[src/verilog/sbox_mask_pkg.sv]
package sbox_mask_pkg;

	// field element width, polynomial basis modulo x^4+x+1
	localparam int gf16_w = 4;

	// fresh randomness per transfer
	localparam int rand_w = 22;

	// randomness used by the shared inversion
	// 4 bits refresh the linear terms, 6 bits the degree-two terms,
	// 4 bits the degree-three terms
	localparam int inv_rand_w = 14;

	// randomness used by one shared multiplication, one bit per product bit
	localparam int mult_rand_w = 4;

	// slice positions inside the randomness word
	localparam int rand_inv_lsb = 0;
	localparam int rand_lo_lsb  = rand_inv_lsb + inv_rand_w;
	localparam int rand_hi_lsb  = rand_lo_lsb + mult_rand_w;

	typedef logic [gf16_w-1:0] gf16_t;

	// two Boolean shares of one field element
	typedef struct packed {
		gf16_t share0;
		gf16_t share1;
	} gf16_shares_t;

	// two Boolean shares of a byte
	// upper nibble and lower nibble are separate field elements
	typedef struct packed {
		logic [2*gf16_w-1:0] share0;
		logic [2*gf16_w-1:0] share1;
	} byte_shares_t;

	typedef logic [rand_w-1:0] rand_t;

	// payload of the first pipeline register
	// mult_rand carries the multiplier slices alongside their data,
	// upper half for the high nibble, lower half for the low nibble
	typedef struct packed {
		byte_shares_t              data;
		gf16_shares_t              inv;
		logic [2*mult_rand_w-1:0]  mult_rand;
	} inv_stage_t;

endpackage
[src/verilog/masked_gf16_inv.sv]
`timescale 1ns/1ps

module masked_gf16_inv (
	input  sbox_mask_pkg::gf16_shares_t          elem,
	input  logic [sbox_mask_pkg::inv_rand_w-1:0] rand_bits,
	output sbox_mask_pkg::gf16_shares_t          inv
);
	import sbox_mask_pkg::*;

	// the inverse x^14 has algebraic degree three, its ANF over the
	// polynomial coordinates a3..a0 is
	//   b0 = a0^a1^a2^a3 ^ a0a2^a1a2 ^ a0a1a2^a1a2a3
	//   b1 = a3 ^ a0a1^a0a2^a1a2^a1a3 ^ a0a1a3
	//   b2 = a2^a3 ^ a0a1^a0a2^a0a3 ^ a0a2a3
	//   b3 = a1^a2^a3 ^ a0a3^a1a3^a2a3 ^ a1a2a3
	// zero maps to zero since no constant term is present

	// shared AND of two bits, bit 0 of each operand is domain 0
	function automatic logic [1:0] dom_and2(
		input logic [1:0] x,
		input logic [1:0] y,
		input logic       r
	);
		logic s0;
		logic s1;
		s0 = (x[0] & y[0]) ^ (x[0] & y[1]) ^ r;
		s1 = (x[1] & y[1]) ^ (x[1] & y[0]) ^ r;
		return {s1, s0};
	endfunction

	// shared AND of three bits
	// each domain keeps the terms where it owns at least two factors
	function automatic logic [1:0] dom_and3(
		input logic [1:0] x,
		input logic [1:0] y,
		input logic [1:0] z,
		input logic       r
	);
		logic s0;
		logic s1;
		s0 = (x[0] & y[0] & z[0]) ^ (x[0] & y[0] & z[1]) ^
			(x[0] & y[1] & z[0]) ^ (x[1] & y[0] & z[0]) ^ r;
		s1 = (x[1] & y[1] & z[1]) ^ (x[1] & y[1] & z[0]) ^
			(x[1] & y[0] & z[1]) ^ (x[0] & y[1] & z[1]) ^ r;
		return {s1, s0};
	endfunction

	// per-coordinate share pairs
	logic [1:0] a [gf16_w];
	logic [1:0] lin [gf16_w];

	// degree-two monomials
	logic [1:0] p01;
	logic [1:0] p02;
	logic [1:0] p03;
	logic [1:0] p12;
	logic [1:0] p13;
	logic [1:0] p23;

	// degree-three monomials
	logic [1:0] t012;
	logic [1:0] t013;
	logic [1:0] t023;
	logic [1:0] t123;

	logic [gf16_w-1:0] out_sh [2];

	for (genvar k = 0; k < gf16_w; k++) begin : g_coord
		assign a[k] = {elem.share1[k], elem.share0[k]};
		// linear terms get a fresh mask in both domains
		assign lin[k] = a[k] ^ {2{rand_bits[k]}};
	end

	// rand_bits[9:4] mask the cross terms of the pairs
	assign p01 = dom_and2(a[0], a[1], rand_bits[4]);
	assign p02 = dom_and2(a[0], a[2], rand_bits[5]);
	assign p03 = dom_and2(a[0], a[3], rand_bits[6]);
	assign p12 = dom_and2(a[1], a[2], rand_bits[7]);
	assign p13 = dom_and2(a[1], a[3], rand_bits[8]);
	assign p23 = dom_and2(a[2], a[3], rand_bits[9]);

	// rand_bits[13:10] mask the cross terms of the triples
	assign t012 = dom_and3(a[0], a[1], a[2], rand_bits[10]);
	assign t013 = dom_and3(a[0], a[1], a[3], rand_bits[11]);
	assign t023 = dom_and3(a[0], a[2], a[3], rand_bits[12]);
	assign t123 = dom_and3(a[1], a[2], a[3], rand_bits[13]);

	// each domain sums its own monomial shares, masks cancel on recombination
	always_comb begin
		for (int s = 0; s < 2; s++) begin
			out_sh[s][0] = lin[0][s] ^ lin[1][s] ^ lin[2][s] ^ lin[3][s] ^
				p02[s] ^ p12[s] ^ t012[s] ^ t123[s];
			out_sh[s][1] = lin[3][s] ^ p01[s] ^ p02[s] ^ p12[s] ^ p13[s] ^
				t013[s];
			out_sh[s][2] = lin[2][s] ^ lin[3][s] ^ p01[s] ^ p02[s] ^ p03[s] ^
				t023[s];
			out_sh[s][3] = lin[1][s] ^ lin[2][s] ^ lin[3][s] ^ p03[s] ^ p13[s] ^
				p23[s] ^ t123[s];
		end
	end

	assign inv.share0 = out_sh[0];
	assign inv.share1 = out_sh[1];

endmodule

[src/verilog/masked_gf16_mult.sv]
`timescale 1ns/1ps

module masked_gf16_mult (
	input  sbox_mask_pkg::gf16_shares_t           a,
	input  sbox_mask_pkg::gf16_shares_t           b,
	input  logic [sbox_mask_pkg::mult_rand_w-1:0] rand_bits,
	output sbox_mask_pkg::gf16_shares_t           p
);
	import sbox_mask_pkg::*;

	// unmasked field product, polynomial basis modulo x^4+x+1
	function automatic gf16_t gf16_mul(
		input gf16_t x,
		input gf16_t y
	);
		logic [2*gf16_w-2:0] d;
		gf16_t               r;
		d = '0;
		for (int i = 0; i < gf16_w; i++) begin
			for (int j = 0; j < gf16_w; j++) begin
				d[i+j] = d[i+j] ^ (x[i] & y[j]);
			end
		end
		// fold x^4 = x+1, x^5 = x^2+x, x^6 = x^3+x^2
		r[0] = d[0] ^ d[4];
		r[1] = d[1] ^ d[4] ^ d[5];
		r[2] = d[2] ^ d[5] ^ d[6];
		r[3] = d[3] ^ d[6];
		return r;
	endfunction

	// inner-domain partial products
	gf16_t inner0;
	gf16_t inner1;

	// cross-domain partial products, already refreshed
	gf16_t cross01;
	gf16_t cross10;

	assign inner0 = gf16_mul(a.share0, b.share0);
	assign inner1 = gf16_mul(a.share1, b.share1);

	// the same mask enters both domains so the sum is unchanged
	assign cross01 = gf16_mul(a.share0, b.share1) ^ rand_bits;
	assign cross10 = gf16_mul(a.share1, b.share0) ^ rand_bits;

	assign p.share0 = inner0 ^ cross01;
	assign p.share1 = inner1 ^ cross10;

endmodule

[src/verilog/masked_inv_mult_stage.sv]
`timescale 1ns/1ps

module masked_inv_mult_stage (
	input  logic                        clk,
	input  logic                        arst_n,
	input  logic                        in_valid,
	output logic                        in_ready,
	input  sbox_mask_pkg::byte_shares_t in_data,
	input  sbox_mask_pkg::gf16_shares_t in_elem,
	input  sbox_mask_pkg::rand_t        in_rand,
	output logic                        out_valid,
	input  logic                        out_ready,
	output sbox_mask_pkg::byte_shares_t out_data
);
	import sbox_mask_pkg::*;

	gf16_shares_t elem_inv;
	inv_stage_t   stage_d;
	inv_stage_t   stage_q;
	logic         mid_valid;
	logic         mid_ready;
	gf16_shares_t nib_hi;
	gf16_shares_t nib_lo;
	gf16_shares_t prod_hi;
	gf16_shares_t prod_lo;
	byte_shares_t prod;

	masked_gf16_inv u_inv (
		.elem      (in_elem),
		.rand_bits (in_rand[rand_inv_lsb +: inv_rand_w]),
		.inv       (elem_inv)
	);

	// multiplier randomness rides along with its data
	assign stage_d.data      = in_data;
	assign stage_d.inv       = elem_inv;
	assign stage_d.mult_rand = {in_rand[rand_hi_lsb +: mult_rand_w],
		in_rand[rand_lo_lsb +: mult_rand_w]};

	pipe_stage_reg #(
		.payload_t (inv_stage_t)
	) u_inv_reg (
		.clk      (clk),
		.arst_n   (arst_n),
		.up_valid (in_valid),
		.up_ready (in_ready),
		.up_data  (stage_d),
		.dn_valid (mid_valid),
		.dn_ready (mid_ready),
		.dn_data  (stage_q)
	);

	assign nib_hi.share0 = stage_q.data.share0[gf16_w +: gf16_w];
	assign nib_hi.share1 = stage_q.data.share1[gf16_w +: gf16_w];
	assign nib_lo.share0 = stage_q.data.share0[0 +: gf16_w];
	assign nib_lo.share1 = stage_q.data.share1[0 +: gf16_w];

	masked_gf16_mult u_mult_hi (
		.a         (nib_hi),
		.b         (stage_q.inv),
		.rand_bits (stage_q.mult_rand[mult_rand_w +: mult_rand_w]),
		.p         (prod_hi)
	);

	masked_gf16_mult u_mult_lo (
		.a         (nib_lo),
		.b         (stage_q.inv),
		.rand_bits (stage_q.mult_rand[0 +: mult_rand_w]),
		.p         (prod_lo)
	);

	assign prod.share0 = {prod_hi.share0, prod_lo.share0};
	assign prod.share1 = {prod_hi.share1, prod_lo.share1};

	pipe_stage_reg #(
		.payload_t (byte_shares_t)
	) u_out_reg (
		.clk      (clk),
		.arst_n   (arst_n),
		.up_valid (mid_valid),
		.up_ready (mid_ready),
		.up_data  (prod),
		.dn_valid (out_valid),
		.dn_ready (out_ready),
		.dn_data  (out_data)
	);

endmodule

[src/verilog/pipe_stage_reg.sv]
`timescale 1ns/1ps

module pipe_stage_reg #(
	parameter type payload_t = logic
) (
	input  logic     clk,
	input  logic     arst_n,
	input  logic     up_valid,
	output logic     up_ready,
	input  payload_t up_data,
	output logic     dn_valid,
	input  logic     dn_ready,
	output payload_t dn_data
);

	logic     valid_q;
	payload_t data_q;

	// accept when empty or when the held item leaves this cycle
	assign up_ready = !valid_q || dn_ready;

	always_ff @(posedge clk or negedge arst_n) begin
		if (!arst_n) begin
			valid_q <= 1'b0;
		end else if (up_ready) begin
			valid_q <= up_valid;
		end
	end

	// payload only moves on a transfer
	always_ff @(posedge clk) begin
		if (up_valid && up_ready) begin
			data_q <= up_data;
		end
	end

	assign dn_valid = valid_q;
	assign dn_data  = data_q;

endmodule

[config.mk]
export PLATFORM = sky130hd
export DESIGN_NAME = masked_inv_mult_stage
export DESIGN_NICKNAME = d
export VERILOG_FILES = /design/src/verilog/sbox_mask_pkg.sv /design/src/verilog/masked_gf16_inv.sv /design/src/verilog/masked_gf16_mult.sv /design/src/verilog/masked_inv_mult_stage.sv /design/src/verilog/pipe_stage_reg.sv
export SDC_FILE = /design/constraint.sdc
export NUM_CORES = 1
export LEC_CHECK = 0
export BUFFER_PORTS_ARGS = -buffer_cell sky130_fd_sc_hd__buf_2
export CORE_MARGIN = 5
export CORE_UTILIZATION = 40
export CTS_BUF_LIST = sky130_fd_sc_hd__clkbuf_8
export DETAILED_ROUTE_END_ITERATION = 8
export PLACE_DENSITY = 0.64
export SLEW_MARGIN = 15
export SYNTH_ARGS = -nofsm -noshare
export SYNTH_HDL_FRONTEND = slang
export SYNTH_SLANG_ARGS = --single-unit
[constraint.sdc]
create_clock -name clk -period 2.05 [get_ports clk]
set_input_delay 0 -clock clk [delete_from_list [all_inputs] [get_ports clk]]
set_output_delay 0 -clock clk [all_outputs]
set_load 0.01 [all_outputs]
==> flow_metrics.tcl <==
set metrics [dict create \
    finClkSkew_ps 4.361 \
    total_power_mw 5.423 \
    status "finished clean" \
    worstHoldPathType "in -> reg" \
    core-area_um2 9729 \
    cp-start-kind "flop" \
    synth_area_leaders "edfxtp_1 (36%), xnor2_1 (23%), nand2_1 (9.1%), xor2_1 (8.2%), xnor3_1 (3.4%)" \
    ir_drop_uv 438.9 \
    die_area_um2 12020 \
    dr_total_vias 2986 \
    cp_max_fo 8 \
    hold_path.startpoint "in_elem[4]" \
    cts.clk_slew.worst_paths_ps 80 \
    critPathSlowestCell "edfxtp_1" \
    synth_xor_area_frac 0.3555 \
    required_ps 2100 \
    clock_latency_ps 300 \
    wirelength_um 8347 \
    leakagePower_nw 1.869 \
    p_switching_mw 1.955 \
    critPathArrivalTime_ps 1990 \
    layout-drive-gt1-share 0.2028 \
    clock_sinks 50 \
    num_antenna_cells 0 \
    synth_top_family_by_area "XOR/XNOR gates" \
    utilization 0.4974 \
    hold_viol 0 \
    yosysTopAreaCellShare 0.3631 \
    grt_pass1_vias 2909 \
    worstMarginPinSlew_ps 406.1 \
    cts_tree "yes" \
    placed_area_um2 4444 \
    gp_congestion 0.8600 \
    r2r_start "u_inv_reg.dn_data[14]" \
    slowest_delay_ps 540 \
    clockPowerShare 0.099 \
    synth_compound_gate_area_share 0.05358 \
    p_int_mw 3.468 \
    areaGrowthSynthToFinish_pct 21.90 \
    synth_fp_nets 457 \
    ant_nets 0 \
    postLayoutCellArea_um2 4840 \
    routed_via_density 4.695 \
    fin_ws_ps 109.3 \
    swShare 0.3604 \
    synthSimpleGateAreaFrac 0.1459 \
    synth_area_leader_cell "edfxtp_1" \
    track_usage 0.1448 \
    drc_errors 0 \
    cts_buffers 5 \
    syn-cell-area_um2 3970 \
    final_cells 636 \
    timing.fmax_ghz 0.5153 \
    synth_edf_count 48 \
    die_h_um 109.6 \
    dpl.hpwl_um 6160 \
    preCtsSetupSlack_ps 88.99 \
    yosysWarnings 0 \
    grt_pass1_wl_um 13830 \
    dp_cells 597 \
    io_pins 68 \
    grt_max_degree 33 \
    syn_inst 407 \
    power-per-cell-area_nw_per_um2 1121 \
    drt_first_pass_iters 4 \
    cts_root_buf "clkbuf_8" \
    p_seq_frac 0.327 \
    drtIter0Drc 88 \
    final_nets 552 \
    port-buffer-count 67 \
    final_cell_mix "xnor2_1 (105), nand2_1 (96), buf_2 (67), edfxtp_1 (48), xor2_1 (37)" \
    async_flop_share 0.04000 \
    pwr-share-comb 0.574 \
    grt-ovfl-total 0 \
    relSlewSlack 0.7264 \
    ys_types 39 \
    path_cells "xor2_2, nand2_1, xor2_1, xnor2_1, xnor3_1" \
    synthFlopType "edfxtp_1" \
    ys_seq_area_frac 0.3757 \
    avgRoutedWirePerCell_um 13.12 \
    ctsLongestPathBuffers 2 \
    min_period_ps 1941 \
    htreeDepth 2 \
    syn-mean-instance-area_um2 9.754 \
    max_cap_violations 0 \
    final_common_cell "xnor2_1" \
    antenna_found_initial 0 \
    die_width_um 109.6 \
    synthAdderAreaFrac 0 \
    crit_type "reg -> reg" \
    period_share 0.9467 \
    setup.worst_path.start "u_inv_reg.dn_data[14]" \
    slew_violations 0 \
    synth_mux_area_frac 0.03026 \
    setup_viol_count_final 0 \
    timing.setup.tns_ps 0 \
    rsz0062_at_grt "false" \
    finalHoldWorstSlack_ps 320.0 \
    synth_seq_cells 50 \
    initial_utilization 0.4081 \
    end_kind "flop" \
    rows 36 \
]
==> layer usage <==
layer	GRT usage	part of all wire	vias to the layer above
met1	0.1672	0.40	1402
met3	0.01468	0.034	8
met4	0.04185	0.014	0
met5	0	0	-
met2	0.2794	0.55	53
li1	-	-	1523
==> final cells by class <==
class                   count  area [um2]
multi-input cells         328        2335
repair buffers            113       750.7
fillers                   921        4890
inverters                   4       15.01
well taps                 133       166.4
flip-flops and latches     50        1491
clock inverters             3       12.51
clock buffers               5       68.82
==> power groups by stage <==
stage	combinational (mW)	sequential (mW)	clock, mW
2_1_floorplan	2.36	1.83	0
5_1_grt	3.41	1.80	0.602
3_5_place_dp	3.05	1.81	0
3_3_place_gp	3.00	1.80	0
4_1_cts	3.10	1.78	0.561
6_report	3.11	1.77	0.539
==> cell families after synthesis <==
family	Yosys count
xor gates and xnor gates	150
DFF	50
buffers and inverters	29
AOI/OAI and AO/OA	33
and+or+nand+nor	134
muxes	11
==> synthesized netlist by cell type (all sizes together) (4+ instances only) <==
cell type	n
nand2	96
xnor3	6
xnor2	105
xor2	39
inv	4
nor2	10
o21ai	7
edfxtp	48
nand3b	5
mux2	8
clkbuf	4
buf	21
a21oi	10
nand2b	9
nor2b	4
==> state kept, by name, indices dropped and copies added (netlist names) <==
register            cells
u_out_reg.dn_data      16
u_inv_reg.dn_valid      1
u_inv_reg.dn_data      32
u_out_reg.dn_valid      1
==> critical path: cells and delay by family, from the launching register on <==
family / cells / cell delay, ps
xor gates and xnor gates: 4 / 1040
DFF: 1 / 540
and+or+nand+nor: 1 / 110
==> worst paths after layout <==
| check | endpoint | slack, ps | depth (start not counted) |
|---|---|---|---|
| max in group asynchronous | u_inv_reg.dn_valid | 1390 | 3 |
| min | u_inv_reg.dn_data[14] | 320 | 3 |
| min reg2reg | u_out_reg.dn_valid | 500 | 1 |
| max | u_out_reg.dn_data[9] | 110 | 5 |
| min in group asynchronous | u_out_reg.dn_valid | 560 | 3 |
| max reg2reg | u_out_reg.dn_data[9] | 110 | 5 |
==> what timing repair did <==
| item | CTS | global route |
|---|---|---|
| hold endpoints to repair | 28 | 2 |
| hold buffers | 27 | 1 |
| gates resized for setup | 0 | 1 |
| buffers inserted | 0 | 3 |
| endpoints found under the setup margin | 0 | 3 |
No activity file was read; power rests on OpenSTA's default activity.
